<file path="src/verilog/memPkg.sv">
`default_nettype none

package memPkg;

    // ####################
    // Bus geometry.
    parameter int dataWidth   = 32;
    parameter int strobeWidth = dataWidth / 8;

    // Access size, same coding as the load/store type field of the pipeline.
    typedef enum logic [1:0] {
        accByte = 2'b00,
        accHalf = 2'b01,
        accWord = 2'b10
    } accessType;

    // ####################
    // AXI response codes.
    parameter logic [1:0] respOkay   = 2'b00;
    parameter logic [1:0] respSlvErr = 2'b10;

endpackage

`default_nettype wire

</file>
<file path="src/verilog/axiLiteIf.sv">
`timescale 1ns/1ps
`default_nettype none

interface axiLiteIf #(
    parameter int addrWidth = 12
);
    logic                             awValid;
    logic                             awReady;
    logic [addrWidth-1:0]             awAddr;

    logic                             wValid;
    logic                             wReady;
    logic [memPkg::dataWidth-1:0]     wData;
    logic [memPkg::strobeWidth-1:0]   wStrb;

    logic                             bValid;
    logic                             bReady;
    logic [1:0]                       bResp;

    logic                             arValid;
    logic                             arReady;
    logic [addrWidth-1:0]             arAddr;

    logic                             rValid;
    logic                             rReady;
    logic [memPkg::dataWidth-1:0]     rData;
    logic [1:0]                       rResp;

    modport master (
        output awValid, awAddr, wValid, wData, wStrb, bReady, arValid, arAddr, rReady,
        input  awReady, wReady, bValid, bResp, arReady, rValid, rData, rResp
    );

    modport slave (
        input  awValid, awAddr, wValid, wData, wStrb, bReady, arValid, arAddr, rReady,
        output awReady, wReady, bValid, bResp, arReady, rValid, rData, rResp
    );

endinterface

`default_nettype wire

</file>
<file path="src/verilog/memStage.sv">
`timescale 1ns/1ps
`default_nettype none

module memStage #(
    parameter int addrWidth = 12
) (
    input  logic                          clk,
    input  logic                          rst,
    input  logic                          reqValid,
    output logic                          reqReady,
    input  logic                          reqWrite,
    input  memPkg::accessType             reqType,
    input  logic                          reqUnsigned,
    input  logic [addrWidth-1:0]          reqAddr,
    input  logic [memPkg::dataWidth-1:0]  reqData,
    output logic                          respValid,
    input  logic                          respReady,
    output logic [memPkg::dataWidth-1:0]  respData,
    output logic                          respError,
    axiLiteIf.master                      bus
);

    typedef enum logic [2:0] {
        stIdle,
        stWrite,
        stWriteResp,
        stRead,
        stReadResp,
        stDone
    } stateType;

    stateType                        state;
    memPkg::accessType               accType;
    logic                            isUnsigned;
    logic [addrWidth-1:0]            addr;
    logic [memPkg::dataWidth-1:0]    storeData;
    logic                            misaligned;
    logic [memPkg::strobeWidth-1:0]  strobe;
    logic [memPkg::dataWidth-1:0]    laneData;
    logic [memPkg::dataWidth-1:0]    loadWord;
    logic [memPkg::dataWidth-1:0]    loadData;

    always_comb
    begin
        case (reqType)
            memPkg::accByte: misaligned = 1'b0;
            memPkg::accHalf: misaligned = reqAddr[0];
            default:         misaligned = |reqAddr[1:0];
        endcase
    end

    // ####################
    // Store side: lane strobes and shifted data.
    always_comb
    begin
        case (accType)
            memPkg::accByte:
            begin
                strobe   = 4'b0001 << addr[1:0];
                laneData = {24'b0, storeData[7:0]} << {addr[1:0], 3'b000};
            end
            memPkg::accHalf:
            begin
                strobe   = 4'b0011 << addr[1:0]; // Bit 0 is clear here.
                laneData = {16'b0, storeData[15:0]} << {addr[1:0], 3'b000};
            end
            default:
            begin
                strobe   = 4'b1111;
                laneData = storeData;
            end
        endcase
    end

    // Load side: bring the addressed lane down and extend it.
    assign loadWord = bus.rData >> {addr[1:0], 3'b000};

    always_comb
    begin
        case (accType)
            memPkg::accByte: loadData = {{24{loadWord[7] & ~isUnsigned}}, loadWord[7:0]};
            memPkg::accHalf: loadData = {{16{loadWord[15] & ~isUnsigned}}, loadWord[15:0]};
            default:         loadData = bus.rData;
        endcase
    end

    // ####################
    always_ff @(posedge clk)
    begin
        if (rst)
        begin
            state     <= stIdle;
            respError <= 1'b0;
        end
        else
        begin
            case (state)
                stIdle:
                    if (reqValid)
                    begin
                        respError <= misaligned; // Never goes out on the bus.
                        if (misaligned)
                            state <= stDone;
                        else if (reqWrite)
                            state <= stWrite;
                        else
                            state <= stRead;
                    end
                stWrite:
                    if (bus.awReady && bus.wReady)
                        state <= stWriteResp;
                stWriteResp:
                    if (bus.bValid)
                    begin
                        respError <= (bus.bResp != memPkg::respOkay);
                        state     <= stDone;
                    end
                stRead:
                    if (bus.arReady)
                        state <= stReadResp;
                stReadResp:
                    if (bus.rValid)
                    begin
                        respError <= (bus.rResp != memPkg::respOkay);
                        state     <= stDone;
                    end
                stDone:
                    if (respReady)
                        state <= stIdle;
                default:
                    state <= stIdle;
            endcase
        end
    end

    always_ff @(posedge clk)
    begin
        if (state == stIdle && reqValid)
        begin
            accType    <= reqType;
            isUnsigned <= reqUnsigned;
            addr       <= reqAddr;
            storeData  <= reqData;
        end
        if (state == stReadResp && bus.rValid)
            respData <= loadData;
    end

    assign reqReady    = (state == stIdle);
    assign respValid   = (state == stDone);
    assign bus.awValid = (state == stWrite);
    assign bus.wValid  = (state == stWrite); // Address and data go together.
    assign bus.awAddr  = {addr[addrWidth-1:2], 2'b00};
    assign bus.wData   = laneData;
    assign bus.wStrb   = strobe;
    assign bus.bReady  = (state == stWriteResp);
    assign bus.arValid = (state == stRead);
    assign bus.arAddr  = {addr[addrWidth-1:2], 2'b00};
    assign bus.rReady  = (state == stReadResp);

    strobeLegal: assert property (@(posedge clk) disable iff (rst)
        bus.wValid |-> bus.wStrb inside {4'b0001, 4'b0010, 4'b0100, 4'b1000,
                                         4'b0011, 4'b1100, 4'b1111})
        else $error("memStage: illegal write strobe %b", bus.wStrb);

endmodule

`default_nettype wire

</file>
<file path="src/flat_wrapper.sv">
// flat-port wrapper written by rule: the top's interface ports become plain ports
module memStage_flat 
#(
    parameter int addrWidth = 12
)
  (clk, rst, reqValid, reqReady, reqWrite, reqType, reqUnsigned, reqAddr, reqData, respValid, respReady, respData, respError, bus_awValid, bus_awAddr, bus_wValid, bus_wData, bus_wStrb, bus_bReady, bus_arValid, bus_arAddr, bus_rReady, bus_awReady, bus_wReady, bus_bValid, bus_bResp, bus_arReady, bus_rValid, bus_rData, bus_rResp);
  axiLiteIf #(.addrWidth(addrWidth)) bus_i ();
  input  logic clk;
  input  logic rst;
  input  logic reqValid;
  output logic reqReady;
  input  logic reqWrite;
  input  memPkg::accessType reqType;
  input  logic reqUnsigned;
  input  logic [addrWidth-1:0] reqAddr;
  input  logic [memPkg::dataWidth-1:0] reqData;
  output logic respValid;
  input  logic respReady;
  output logic [memPkg::dataWidth-1:0] respData;
  output logic respError;
  output wire logic [$bits(bus_i.awValid)-1:0] bus_awValid;
  output wire logic [$bits(bus_i.awAddr)-1:0] bus_awAddr;
  output wire logic [$bits(bus_i.wValid)-1:0] bus_wValid;
  output wire logic [$bits(bus_i.wData)-1:0] bus_wData;
  output wire logic [$bits(bus_i.wStrb)-1:0] bus_wStrb;
  output wire logic [$bits(bus_i.bReady)-1:0] bus_bReady;
  output wire logic [$bits(bus_i.arValid)-1:0] bus_arValid;
  output wire logic [$bits(bus_i.arAddr)-1:0] bus_arAddr;
  output wire logic [$bits(bus_i.rReady)-1:0] bus_rReady;
  input wire logic [$bits(bus_i.awReady)-1:0] bus_awReady;
  input wire logic [$bits(bus_i.wReady)-1:0] bus_wReady;
  input wire logic [$bits(bus_i.bValid)-1:0] bus_bValid;
  input wire logic [$bits(bus_i.bResp)-1:0] bus_bResp;
  input wire logic [$bits(bus_i.arReady)-1:0] bus_arReady;
  input wire logic [$bits(bus_i.rValid)-1:0] bus_rValid;
  input wire logic [$bits(bus_i.rData)-1:0] bus_rData;
  input wire logic [$bits(bus_i.rResp)-1:0] bus_rResp;
  assign bus_awValid = bus_i.awValid;
  assign bus_awAddr = bus_i.awAddr;
  assign bus_wValid = bus_i.wValid;
  assign bus_wData = bus_i.wData;
  assign bus_wStrb = bus_i.wStrb;
  assign bus_bReady = bus_i.bReady;
  assign bus_arValid = bus_i.arValid;
  assign bus_arAddr = bus_i.arAddr;
  assign bus_rReady = bus_i.rReady;
  assign bus_i.awReady = bus_awReady;
  assign bus_i.wReady = bus_wReady;
  assign bus_i.bValid = bus_bValid;
  assign bus_i.bResp = bus_bResp;
  assign bus_i.arReady = bus_arReady;
  assign bus_i.rValid = bus_rValid;
  assign bus_i.rData = bus_rData;
  assign bus_i.rResp = bus_rResp;
  memStage #(.addrWidth(addrWidth)) u_core (.clk(clk), .rst(rst), .reqValid(reqValid), .reqReady(reqReady), .reqWrite(reqWrite), .reqType(reqType), .reqUnsigned(reqUnsigned), .reqAddr(reqAddr), .reqData(reqData), .respValid(respValid), .respReady(respReady), .respData(respData), .respError(respError), .bus(bus_i));
endmodule
</file>
<file path="config.mk">
export PLATFORM = sky130hd
export DESIGN_NAME = memStage_flat
export DESIGN_NICKNAME = d
export VERILOG_FILES = /design/src/verilog/memPkg.sv /design/src/verilog/axiLiteIf.sv /design/src/verilog/memStage.sv /design/src/flat_wrapper.sv
export SDC_FILE = /design/constraint.sdc
export NUM_CORES = 1
export LEC_CHECK = 0
export CORE_ASPECT_RATIO = 1.75
export CORE_MARGIN = 2
export CORE_UTILIZATION = 60
export DETAILED_ROUTE_END_ITERATION = 10
export DONT_BUFFER_PORTS = 1
export PLACE_DENSITY = 0.77
export SLEW_MARGIN = 25
export SYNTH_ARGS = -nofsm -noshare
export SYNTH_HDL_FRONTEND = slang
export SYNTH_SLANG_ARGS = --single-unit
export TNS_END_PERCENT = 100
</file>
<file path="constraint.sdc">
create_clock -name clk -period 3.21 [get_ports clk]
set_clock_uncertainty 0.2 [all_clocks]
set_input_delay 0.642 -clock clk [delete_from_list [all_inputs] [get_ports clk]]
set_output_delay 0.642 -clock clk [all_outputs]
set_load 0.01 [all_outputs]
</file>
==> load_flow_metrics.sql, run 1 <==
INSERT INTO impl_metrics (metric_group, metric, value, unit) VALUES
('outcome', 'outcome', 'finished, final reports clean', ''),
('global_route', 'grt_first_pass_wirelength', '14.0', 'mm'),
('floorplanning', 'floorplan.die_area', '7570', 'sq um'),
('worst_setup_path', 'crit_arrival', '2.07', 'ns'),
('clocking', 'clk_root_buffer_cell', 'clkbuf_16', ''),
('synth', 'netlist_top_cells_area', 'edfxtp_1, nand2_1, o21ai_0', ''),
('place', 'hpwl_dp', '6.87', 'mm'),
('global_route', 'grt.met2_usage', '44.5', '%'),
('detailed_routing', 'vias', '2900', ''),
('global_route', 'largest_net_degree_at_the_start_of_global_routing', '33', ''),
('sta', 'finalCritPeriodShare', '90.8', '%'),
('floorplanning', 'initial_utilization', '61.0', '%'),
('worst_setup_path', 'critical_path.top_delay_family', 'buffers and inverters', ''),
('sta', 'max_slew.worst_pin.slew', '0.663', 'ns'),
('clocking', 'cts.path.max_buffers', '2', ''),
('worst_setup_path', 'critPathLaunchType', 'register', ''),
('worst_setup_path', 'worstSetupPathType', 'register to output port', ''),
('sta', 'hold-worst-slack', '0.176', 'ns'),
('detailed_routing', 'vias_per_cell', '6.47', ''),
('floorplanning', 'die_width', '66.6', 'microns'),
('sta', 'timing.final.setup_violations', '0', ''),
('synth', 'yosysWarnings', '0', ''),
('synth', 'syn_area_per_cell', '11.1', 'sq um'),
('power', 'leakage', '1.60', 'nW'),
('cells_and_area', 'layout-drive-gt1-share', '14.0', '%'),
('worst_setup_path', 'critPathBufInv', '3', ''),
('synth', 'yosysMostFrequentCell', 'edfxtp_1', ''),
('synth', 'yosys_top_cell_by_area', 'edfxtp_1', ''),
('worst_setup_path', 'worstReg2RegEnd', 'u_core.addr[7]', ''),
('detailed_routing', 'wire_per_inst', '20.9', 'microns'),
('worst_setup_path', 'ff2ff_setup_slack', '0.97', 'ns'),
('worst_setup_path', 'critical_path.endpoint_type', 'output port', ''),
('clocking', 'cts-buffers-inserted', '9', ''),
('worst_setup_path', 'crit_top_cell', 'buf_4', ''),
('clocking', 'post_cts_hold_buffer_count', '0', ''),
('min_path', 'launch_point_of_the_worst_hold_path', 'rst', ''),
('clocking', 'tritoncts_num_sinks', '83', ''),
('detailed_routing', 'number_of_routed_nets_with_antenna_violations', '0', ''),
('worst_setup_path', 'r2r_cells', '3', ''),
('place', 'io_buffers', '0', ''),
('cells_and_area', 'antenna_cells_inserted', '0', ''),
('worst_setup_path', 'crit_chain', 'buf_4, inv_1, nand2_1, o21ai_0, buf_4', ''),
('worst_setup_path', 'rr_startpoint', 'u_core.state[2]', ''),
('synth', 'ys_seq_elements', '83', ''),
('synth', 'synth_edf_count', '79', ''),
('synth', 'async_reset_ff_share', '0', '%'),
('min_path', 'min_delay_path_depth', '1', ''),
('place', 'post-place-cells', '430', ''),
('floorplanning', 'floorplan.io_pins', '193', ''),
('detailed_routing', 'detail_route.drc_violations', '0', ''),
('detailed_routing', 'drt_first_iter_violations', '356', ''),
('sta', 'finalSetupTns', '0', 'ns'),
('floorplanning', 'number_of_placement_rows', '40', ''),
('clocking', 'cts_tree', 'done', ''),
('power', 'power.density_cell_area', '673', 'nW/um^2'),
('detailed_routing', 'drt_pass1_iterations', '5', ''),
('worst_setup_path', 'cp_num_cells', '5', ''),
('worst_setup_path', 'cpPeakStageDelay', '0.41', 'ns'),
('synth', 'postSynth.topFlopCell', 'edfxtp_1', ''),
('clocking', 'clkTransAtPathRegs', '0.06', 'ns'),
('global_route', 'globalRouteMet3Util', '10.1', '%'),
('synth', 'netlist-cell-type-count', '45', ''),
('synth', 'synth.yosys.seq_area_share', '59.5', '%'),
('clocking', 'clock_insertion_delay_worst_skew', '0.33', 'ns'),
('sta', 'grt_setup_unrepaired', 'false', ''),
('power', 'report.power.total', '2.96', 'mW'),
('sta', 'finalHoldViolations', '0', ''),
('sta', 'min_period', '2.91', 'ns'),
('cells_and_area', 'syn2layout_area_growth', '6.65', '%'),
('floorplanning', 'core_area', '6760', 'sq um'),
('global_route', 'remaining_global_route_overflow', '0', '');
==> state kept, by name (all words and copies together) (netlist names) <==
name	cells
u_core.respError	1
u_core.accType	2
u_core.state	3
u_core.respData	32
u_core.addr	12
u_core.storeData	32
u_core.isUnsigned	1
==> kinds of logic after synthesis <==
group,synth area share (%)
muxes,2.95
DFF,59.5
other,0.0910
and+or+nand+nor,12.6
AOI/OAI and AO/OA,17.4
buffers and inverters,7.44
==> through the flow <==
step / utilization, % / cell area (sq um)
3_3_place_gp: 60.8 / 4110
4_1_cts: 64.8 / 4380
5_1_grt: 65.0 / 4390
2_1_floorplan: - / 4130
6_report: 65.0 / 4390
3_5_place_dp: 60.8 / 4110
==> metal layers <==
layer / routed length [microns] / part of all wire, % / vias up
met5: 0 / 0 / -
met4: 304 / 3.2 / 0
met3: 1010 / 11 / 30
met2: 5140 / 55 / 200
met1: 2920 / 31 / 1354
li1: - / - / 1316
==> worst reg2reg max path: cells and delay by family, from the launching register on <==
family | cells | cell delay (ns)
flip-flops | 1 | 0.45
buffers and inverters | 1 | 0.27
AND/OR/NAND/NOR | 2 | 1.04
==> cell usage in the layout, fill, tap and decap left out, types with 7 or more instances in the layout <==
cell and count:
edfxtp_1 79, nand2_1 75, o21ai_0 46, a22oi_1 29, buf_4 21, a21oi_1 11, nor2_1 9, and2_1 9
clkbuf_16 9, mux2_2 7, a22o_1 7
==> power by group <==
part           internal, mW  switching (mW)  leakage (nW)
Combinational         0.207           0.367         0.708
Clock                 0.522           0.385         0.127
Sequential             1.35           0.120         0.770
==> final cells by class <==
type | instances | area [sq um]
inverters | 3 | 11.3
clock inverters | 6 | 41.3
well taps | 84 | 105
repair buffers | 22 | 178
clock buffers | 10 | 229
fillers | 518 | 2360
multi-input cells | 240 | 1380
flip-flops and latches | 83 | 2450
==> worst max path at each step <==
stage,start,end
3_3_place_gp,u_core.addr[0],bus_wData[17]
4_1_cts,u_core.addr[0],bus_wData[17]
5_1_grt,u_core.accType[1],bus_wData[30]
2_1_floorplan,u_core.state[1],u_core.accType[0]
3_5_place_dp,u_core.addr[0],bus_wData[17]
6_report,u_core.accType[1],bus_wData[30]
==> what timing repair did <==
item,CTS,global route
setup buffers,0,2
endpoints found under the setup margin,0,1
resized for setup,0,0
Power figures use the tool's default switching activity.
==> run 2, diff against run 1 <==
- PLACE_DENSITY: 0.77 -> 0.76
==> run 2 against run 1 <==
Compared with the run above:
- core utilization decreased by 0.31 points
- flip-flop and latch count unchanged
- maximum frequency decreased by 2.3%
- cell area decreased by 0.48%
- power decreased by 0.11%
- largest cell class unchanged
- die area unchanged
- highest routed layer unchanged
- worst setup slack got worse by 0.068 ns
- non-clock buffer count decreased by 3
==> load_flow_metrics.sql, run 2 (synthesis results as in run 1) <==
INSERT INTO impl_metrics (metric_group, metric, value, unit) VALUES
('global_route', 'remaining_global_route_overflow', '0', ''),
('sta', 'max_slew.worst_pin.slew', '0.659', 'ns'),
('clocking', 'clock_insertion_delay_worst_skew', '0.33', 'ns'),
('detailed_routing', 'drt-total-wl', '9.52', 'mm'),
('sta', 'finalCritPeriodShare', '92.9', '%'),
('floorplanning', 'floorplan.io_pins', '193', ''),
('worst_setup_path', 'r2r_cells', '6', ''),
('place', 'io_buffers', '0', ''),
('global_route', 'globalRouteMet3Util', '9.17', '%'),
('detailed_routing', 'drt_pass1_iterations', '5', ''),
('clocking', 'cts_tree', 'done', ''),
('sta', 'max_freq', '335', 'MHz'),
('worst_setup_path', 'ff2ff_setup_slack', '0.85', 'ns'),
('floorplanning', 'core_area', '6760', 'sq um'),
('global_route', 'grt.total_usage', '25.3', '%'),
('worst_setup_path', 'worstSetupPathType', 'register to output port', ''),
('sta', 'timing.final.setup_violations', '0', ''),
('place', 'hpwl_dp', '7.02', 'mm'),
('clocking', 'cts.path.max_buffers', '2', ''),
('floorplanning', 'die_width', '66.6', 'microns'),
('clocking', 'tritoncts_num_sinks', '83', ''),
('global_route', 'busiest_layer', 'met2', ''),
('sta', 'timing_max_transition_violations_final', '0', ''),
('min_path', 'min_delay_path_depth', '1', ''),
('clocking', 'clk_root_buffer_cell', 'clkbuf_16', ''),
('sta', 'finalSetupTns', '0', 'ns'),
('worst_setup_path', 'worst-path-max-fanout', '12', ''),
('worst_setup_path', 'rr_startpoint', 'u_core.addr[0]', ''),
('worst_setup_path', 'crit_arrival', '2.14', 'ns'),
('clocking', 'post_cts_hold_buffer_count', '0', ''),
('clocking', 'cts_post_setup_buffers_inserted', '0', ''),
('floorplanning', 'chipHeight', '114', 'microns'),
('clocking', 'cts-buffers-inserted', '9', ''),
('power', 'power.density_cell_area', '675', 'nW/um^2'),
('place', 'final_weighted_congestion_of_routability_driven_global_placement', '0.865', ''),
('sta', 'finalHoldViolations', '0', ''),
('sta', 'hold-worst-slack', '0.176', 'ns'),
('sta', 'grt_setup_unrepaired', 'false', ''),
('global_route', 'largest_net_degree_at_the_start_of_global_routing', '48', ''),
('worst_setup_path', 'worstReg2RegEnd', 'u_core.respData[20]', ''),
('worst_setup_path', 'timing.critical_path.required', '2.37', 'ns'),
('clocking', 'ctsHtreeMaxLevel', '3', ''),
('outcome', 'outcome', 'finished, final reports clean', ''),
('sta', 'max_slew_margin', '56.0', '%'),
('run', 'maxCapViolations', '0', ''),
('floorplanning', 'number_of_placement_rows', '40', ''),
('detailed_routing', 'vias', '2863', ''),
('detailed_routing', 'detail_route.drc_violations', '0', ''),
('detailed_routing', 'vias_per_cell', '6.43', ''),
('global_route', 'grt_first_pass_wirelength', '13.8', 'mm'),
('global_route', 'antenna_found_initial', '0', ''),
('floorplanning', 'initial_utilization', '61.0', '%'),
('global_route', 'met1_usage', '24.0', '%'),
('worst_setup_path', 'critical_path.endpoint_type', 'output port', ''),
('detailed_routing', 'number_of_routed_nets_with_antenna_violations', '0', ''),
('cells_and_area', 'antenna_cells_inserted', '0', ''),
('cells_and_area', 'syn2layout_area_growth', '6.14', '%'),
('place', 'post-place-cells', '429', ''),
('cells_and_area', 'top_regs', 'u_core.respData: 32 flops, u_core.storeData: 32 flops, u_core.addr: 12 flops', ''),
('clocking', 'cts_resized', '0', ''),
('cells_and_area', 'layout.cells.most_common_list', 'edfxtp_1, nand2_1, o21ai_0, a22oi_1, buf_4', ''),
('cells_and_area', 'instances_no_fill', '445', ''),
('power', 'peakVddDrop', '0.447', 'mV'),
('cells_and_area', 'layout-drive-gt1-share', '13.3', '%'),
('cells_and_area', 'final_net_count', '449', ''),
('worst_setup_path', 'cp-startpoint', 'u_core.addr[0]', ''),
('power', 'leakage', '1.59', 'nW'),
('global_route', 'grt.met2_usage', '44.1', '%'),
('sta', 'min_period', '2.98', 'ns'),
('global_route', 'vias_in_the_first_global_route', '2822', ''),
('detailed_routing', 'drt_first_iter_violations', '257', ''),
('detailed_routing', 'wire_per_inst', '21.4', 'microns'),
('worst_setup_path', 'critPathLaunchType', 'register', ''),
('min_path', 'launch_point_of_the_worst_hold_path', 'rst', ''),
('floorplanning', 'floorplan.die_area', '7570', 'sq um'),
('cells_and_area', 'final_common_cell', 'edfxtp_1', ''),
('min_path', 'whs_endpoint', 'u_core.state[0]', ''),
('min_path', 'worst_hold_path_type', 'input port to register', ''),
('clocking', 'clkTransAtPathRegs', '0.06', 'ns');
## run 2: cell types whose count changed in the layout (fill, tap and decap cells not counted), sizes merged
cell,change
buf,-3
clkinv,+2
clkinvlp,-1
inv,-1
## run 2: stage by stage
step | util [%] | setup slack (ns) | total power [mW] | area (sq um)
floorplan | - | 0.603 | 1.94 | 4130
global placement | 60.7 | 0.698 | 2.04 | 4100
detailed placement | 60.7 | 0.596 | 2.06 | 4100
CTS | 64.7 | 0.210 | 2.98 | 4370
global route | 64.7 | 0.0416 | 3.08 | 4370
finish | 64.7 | 0.227 | 2.95 | 4370
## run 2: where the power goes
part / leakage [nW] / switching, mW / total [mW] / internal (mW)
logic: 0.693 / 0.367 / 0.568 / 0.201
registers: 0.770 / 0.116 / 1.47 / 1.35
clock network: 0.130 / 0.392 / 0.915 / 0.523
total: 1.59 / 0.875 / 2.95 / 2.08
## run 2: metal layers
| layer | up-vias | wire length (microns) |
|---|---|---|
| li1 | 1314 | - |
| met1 | 1342 | 3000 |
| met2 | 178 | 5300 |
| met3 | 29 | 869 |
| met4 | 0 | 348 |
| met5 | - | 0 |
## run 2: area by class of cell
cell class              count  area [sq um]
repair buffers             19           155
inverters                   3          11.3
clock inverters             6          42.5
multi-input cells         240          1380
fillers                   507          2380
clock buffers              10           229
well taps                  84           105
flip-flops and latches     83          2450
## run 2: how the worst max path moves through the flow
stage,end,slack (ns),cells after the start
2_1_floorplan,u_core.accType[0],0.60,3
3_3_place_gp,bus_wData[22],0.70,6
3_5_place_dp,bus_wData[16],0.60,7
4_1_cts,bus_wData[16],0.21,7
5_1_grt,bus_wData[16],0.04,7
6_report,bus_wData[16],0.23,7
## run 2: critical path, cell delays in order, from the launching register on
cell,delay [ns]
edfxtp_1,0.34
buf_4,0.19
nor2b_1,0.14
buf_4,0.16
nor3b_4,0.45
a22oi_1,0.12
o21ai_0,0.24
buf_4,0.16
==> run 3, diff against run 2 <==
- CORE_UTILIZATION: 60 -> 57
- PLACE_DENSITY: 0.76 -> 0.75
- clock period: 3.21 -> 2.6 ns (I/O delays scaled with it)
==> run 3 against run 2 <==
Compared with the run above:
- global-route usage down 0.30 points
- power up 30%
- wire length up 1.7%
- count of clock-buffer cells in the layout up 1
- critical endpoint is now bus_wData[22]
- largest cell class unchanged
==> load_flow_metrics.sql, run 3 (synthesis results as in run 1) <==
INSERT INTO impl_metrics (metric_group, metric, value, unit) VALUES
('worst_setup_path', 'cpPeakStageDelay', '0.48', 'ns'),
('sta', 'timing_max_transition_violations_final', '0', ''),
('sta', 'max_slew_margin', '56.4', '%'),
('worst_setup_path', 'worstSetupPathType', 'register to output port', ''),
('power', 'power.density_cell_area', '833', 'nW/um^2'),
('worst_setup_path', 'crit_chain', 'buf_4, nor2b_1, buf_4, a22oi_1, o21ai_0, buf_4', ''),
('cells_and_area', 'regArea', '2450', 'sq um'),
('cells_and_area', 'final_common_cell', 'edfxtp_1', ''),
('detailed_routing', 'drt_first_iter_violations', '298', ''),
('cells_and_area', 'top_regs', 'u_core.respData: 32 flops, u_core.storeData: 32 flops, u_core.addr: 12 flops', ''),
('sta', 'min_period', '2.51', 'ns'),
('sta', 'max_slew.worst_pin.slew', '0.653', 'ns'),
('cells_and_area', 'layout-drive-gt1-share', '19.3', '%'),
('clocking', 'cts_tree', 'done', ''),
('clocking', 'ctsHtreeMaxLevel', '3', ''),
('power', 'peakVddDrop', '0.569', 'mV'),
('place', 'hpwl_dp', '7.11', 'mm'),
('worst_setup_path', 'critPathBufInv', '3', ''),
('worst_setup_path', 'critical_path.top_delay_family', 'buffers and inverters', ''),
('global_route', 'vias_in_the_first_global_route', '2849', ''),
('floorplanning', 'floorplan.die_area', '7950', 'sq um'),
('cells_and_area', 'layout.cells.most_common_list', 'edfxtp_1, nand2_1, o21ai_0, buf_4, a22oi_1', ''),
('place', 'io_buffers', '0', ''),
('global_route', 'antenna_found_initial', '0', ''),
('sta', 'max_freq', '398', 'MHz'),
('cells_and_area', 'syn2layout_area_growth', '11.7', '%'),
('detailed_routing', 'drt-total-wl', '9.68', 'mm'),
('global_route', 'grt_first_pass_wirelength', '14.2', 'mm'),
('min_path', 'launch_point_of_the_worst_hold_path', 'rst', ''),
('detailed_routing', 'drt_pass1_iterations', '4', ''),
('clocking', 'clkTransAtPathRegs', '0.06', 'ns'),
('clocking', 'clk_root_buffer_cell', 'clkbuf_16', ''),
('floorplanning', 'die_width', '68.3', 'microns'),
('global_route', 'remaining_global_route_overflow', '0', ''),
('worst_setup_path', 'critical_path.endpoint_type', 'output port', ''),
('worst_setup_path', 'cpMaxStageDelayCell', 'edfxtp_1', ''),
('min_path', 'worst_hold_path_type', 'input port to register', ''),
('worst_setup_path', 'crit_top_cell', 'buf_4', ''),
('detailed_routing', 'wire_per_inst', '20.6', 'microns'),
('cells_and_area', 'antenna_cells_inserted', '0', ''),
('cells_and_area', 'n_fill_cell', '526', ''),
('clocking', 'post_cts_hold_buffer_count', '0', ''),
('run', 'maxCapViolations', '0', ''),
('worst_setup_path', 'cp-startpoint', 'u_core.addr[0]', ''),
('worst_setup_path', 'rr_startpoint', 'u_core.addr[1]', ''),
('worst_setup_path', 'worst-path-max-fanout', '9', ''),
('clocking', 'tritoncts_num_sinks', '83', ''),
('power', 'leakage', '1.73', 'nW'),
('cells_and_area', 'final_net_count', '472', ''),
('clocking', 'clock_insertion_delay_worst_skew', '0.34', 'ns'),
('worst_setup_path', 'crit_arrival', '1.79', 'ns'),
('clocking', 'cts.path.max_buffers', '2', ''),
('sta', 'finalHoldViolations', '0', ''),
('detailed_routing', 'detail_route.drc_violations', '0', ''),
('global_route', 'largest_net_degree_at_the_start_of_global_routing', '48', ''),
('place', 'post-place-cells', '449', ''),
('floorplanning', 'chipHeight', '116', 'microns'),
('sta', 'finalCritPeriodShare', '96.7', '%'),
('worst_setup_path', 'timing.critical_path.required', '1.88', 'ns'),
('detailed_routing', 'vias_per_cell', '6.29', ''),
('floorplanning', 'floorplan.io_pins', '193', ''),
('clocking', 'cts-buffers-inserted', '9', ''),
('sta', 'timing.final.setup_violations', '0', ''),
('detailed_routing', 'number_of_routed_nets_with_antenna_violations', '0', ''),
('cells_and_area', 'instances_no_fill', '470', ''),
('sta', 'grt_setup_unrepaired', 'true', ''),
('floorplanning', 'initial_utilization', '57.8', '%'),
('place', 'final_weighted_congestion_of_routability_driven_global_placement', '0.805', ''),
('outcome', 'outcome', 'finished, final reports clean', ''),
('worst_setup_path', 'critPathLaunchType', 'register', ''),
('cells_and_area', 'final_core_util', '64.5', '%'),
('floorplanning', 'number_of_placement_rows', '41', ''),
('cells_and_area', 'area_of_the_multi_input_gates', '1400', 'sq um'),
('power', 'report.power.total', '3.83', 'mW'),
('detailed_routing', 'vias', '2957', ''),
('floorplanning', 'core_area', '7130', 'sq um'),
('global_route', 'grt.total_usage', '25.0', '%');
-- run 3: layer usage --
layer / vias to the layer above / wire, microns / global-route usage, %
li1: 1358 / - / -
met1: 1390 / 3090 / 24.9
met2: 174 / 5190 / 42.6
met3: 35 / 920 / 8.38
met4: 0 / 474 / 16.7
met5: - / 0 / 0
-- run 3: power breakdown --
part | internal, mW | switching (mW) | total, mW
registers | 1.67 | 0.147 | 1.82
logic | 0.320 | 0.470 | 0.790
clock network | 0.740 | 0.483 | 1.22
total | 2.73 | 1.10 | 3.83
-- run 3: timing repair --
item                                    in CTS  in global routing
endpoints found under the setup margin      22                 10
pin swaps                                    0                  0
gates resized for setup                      3                  3
setup buffers                                1                  4
-- run 3: area by class of cell --
type | count | share of cell area, %
Sequential cell | 83 | 53.3
Multi-Input combinational cell | 240 | 30.5
Timing Repair Buffer | 42 | 7.40
Clock buffer | 11 | 5.06
Tap cell | 86 | 2.34
Clock inverter | 5 | 1.17
Inverter | 3 | 0.245
-- run 3: stage by stage --
stage,setup TNS (ns),cell area (sq um),hold slack (ns),worst slack [ns]
floorplan,0,4130,0.389,0.431
global placement,0,4240,0.392,0.237
detailed placement,0,4240,0.395,0.0524
CTS,0,4560,0.0413,0.00806
global route,-0.0165,4600,0.0425,-0.0113
finish,0,4600,0.0504,0.0865
-- run 3: worst paths after layout --
check | end | slack, ns | cells after the start
worst max-delay path | bus_wData[22] | 0.09 | 6
worst min-delay path | u_core.state[0] | 0.05 | 1
worst max register to register | u_core.respData[8] | 0.40 | 5
worst min register to register | u_core.respError | 0.49 | 3
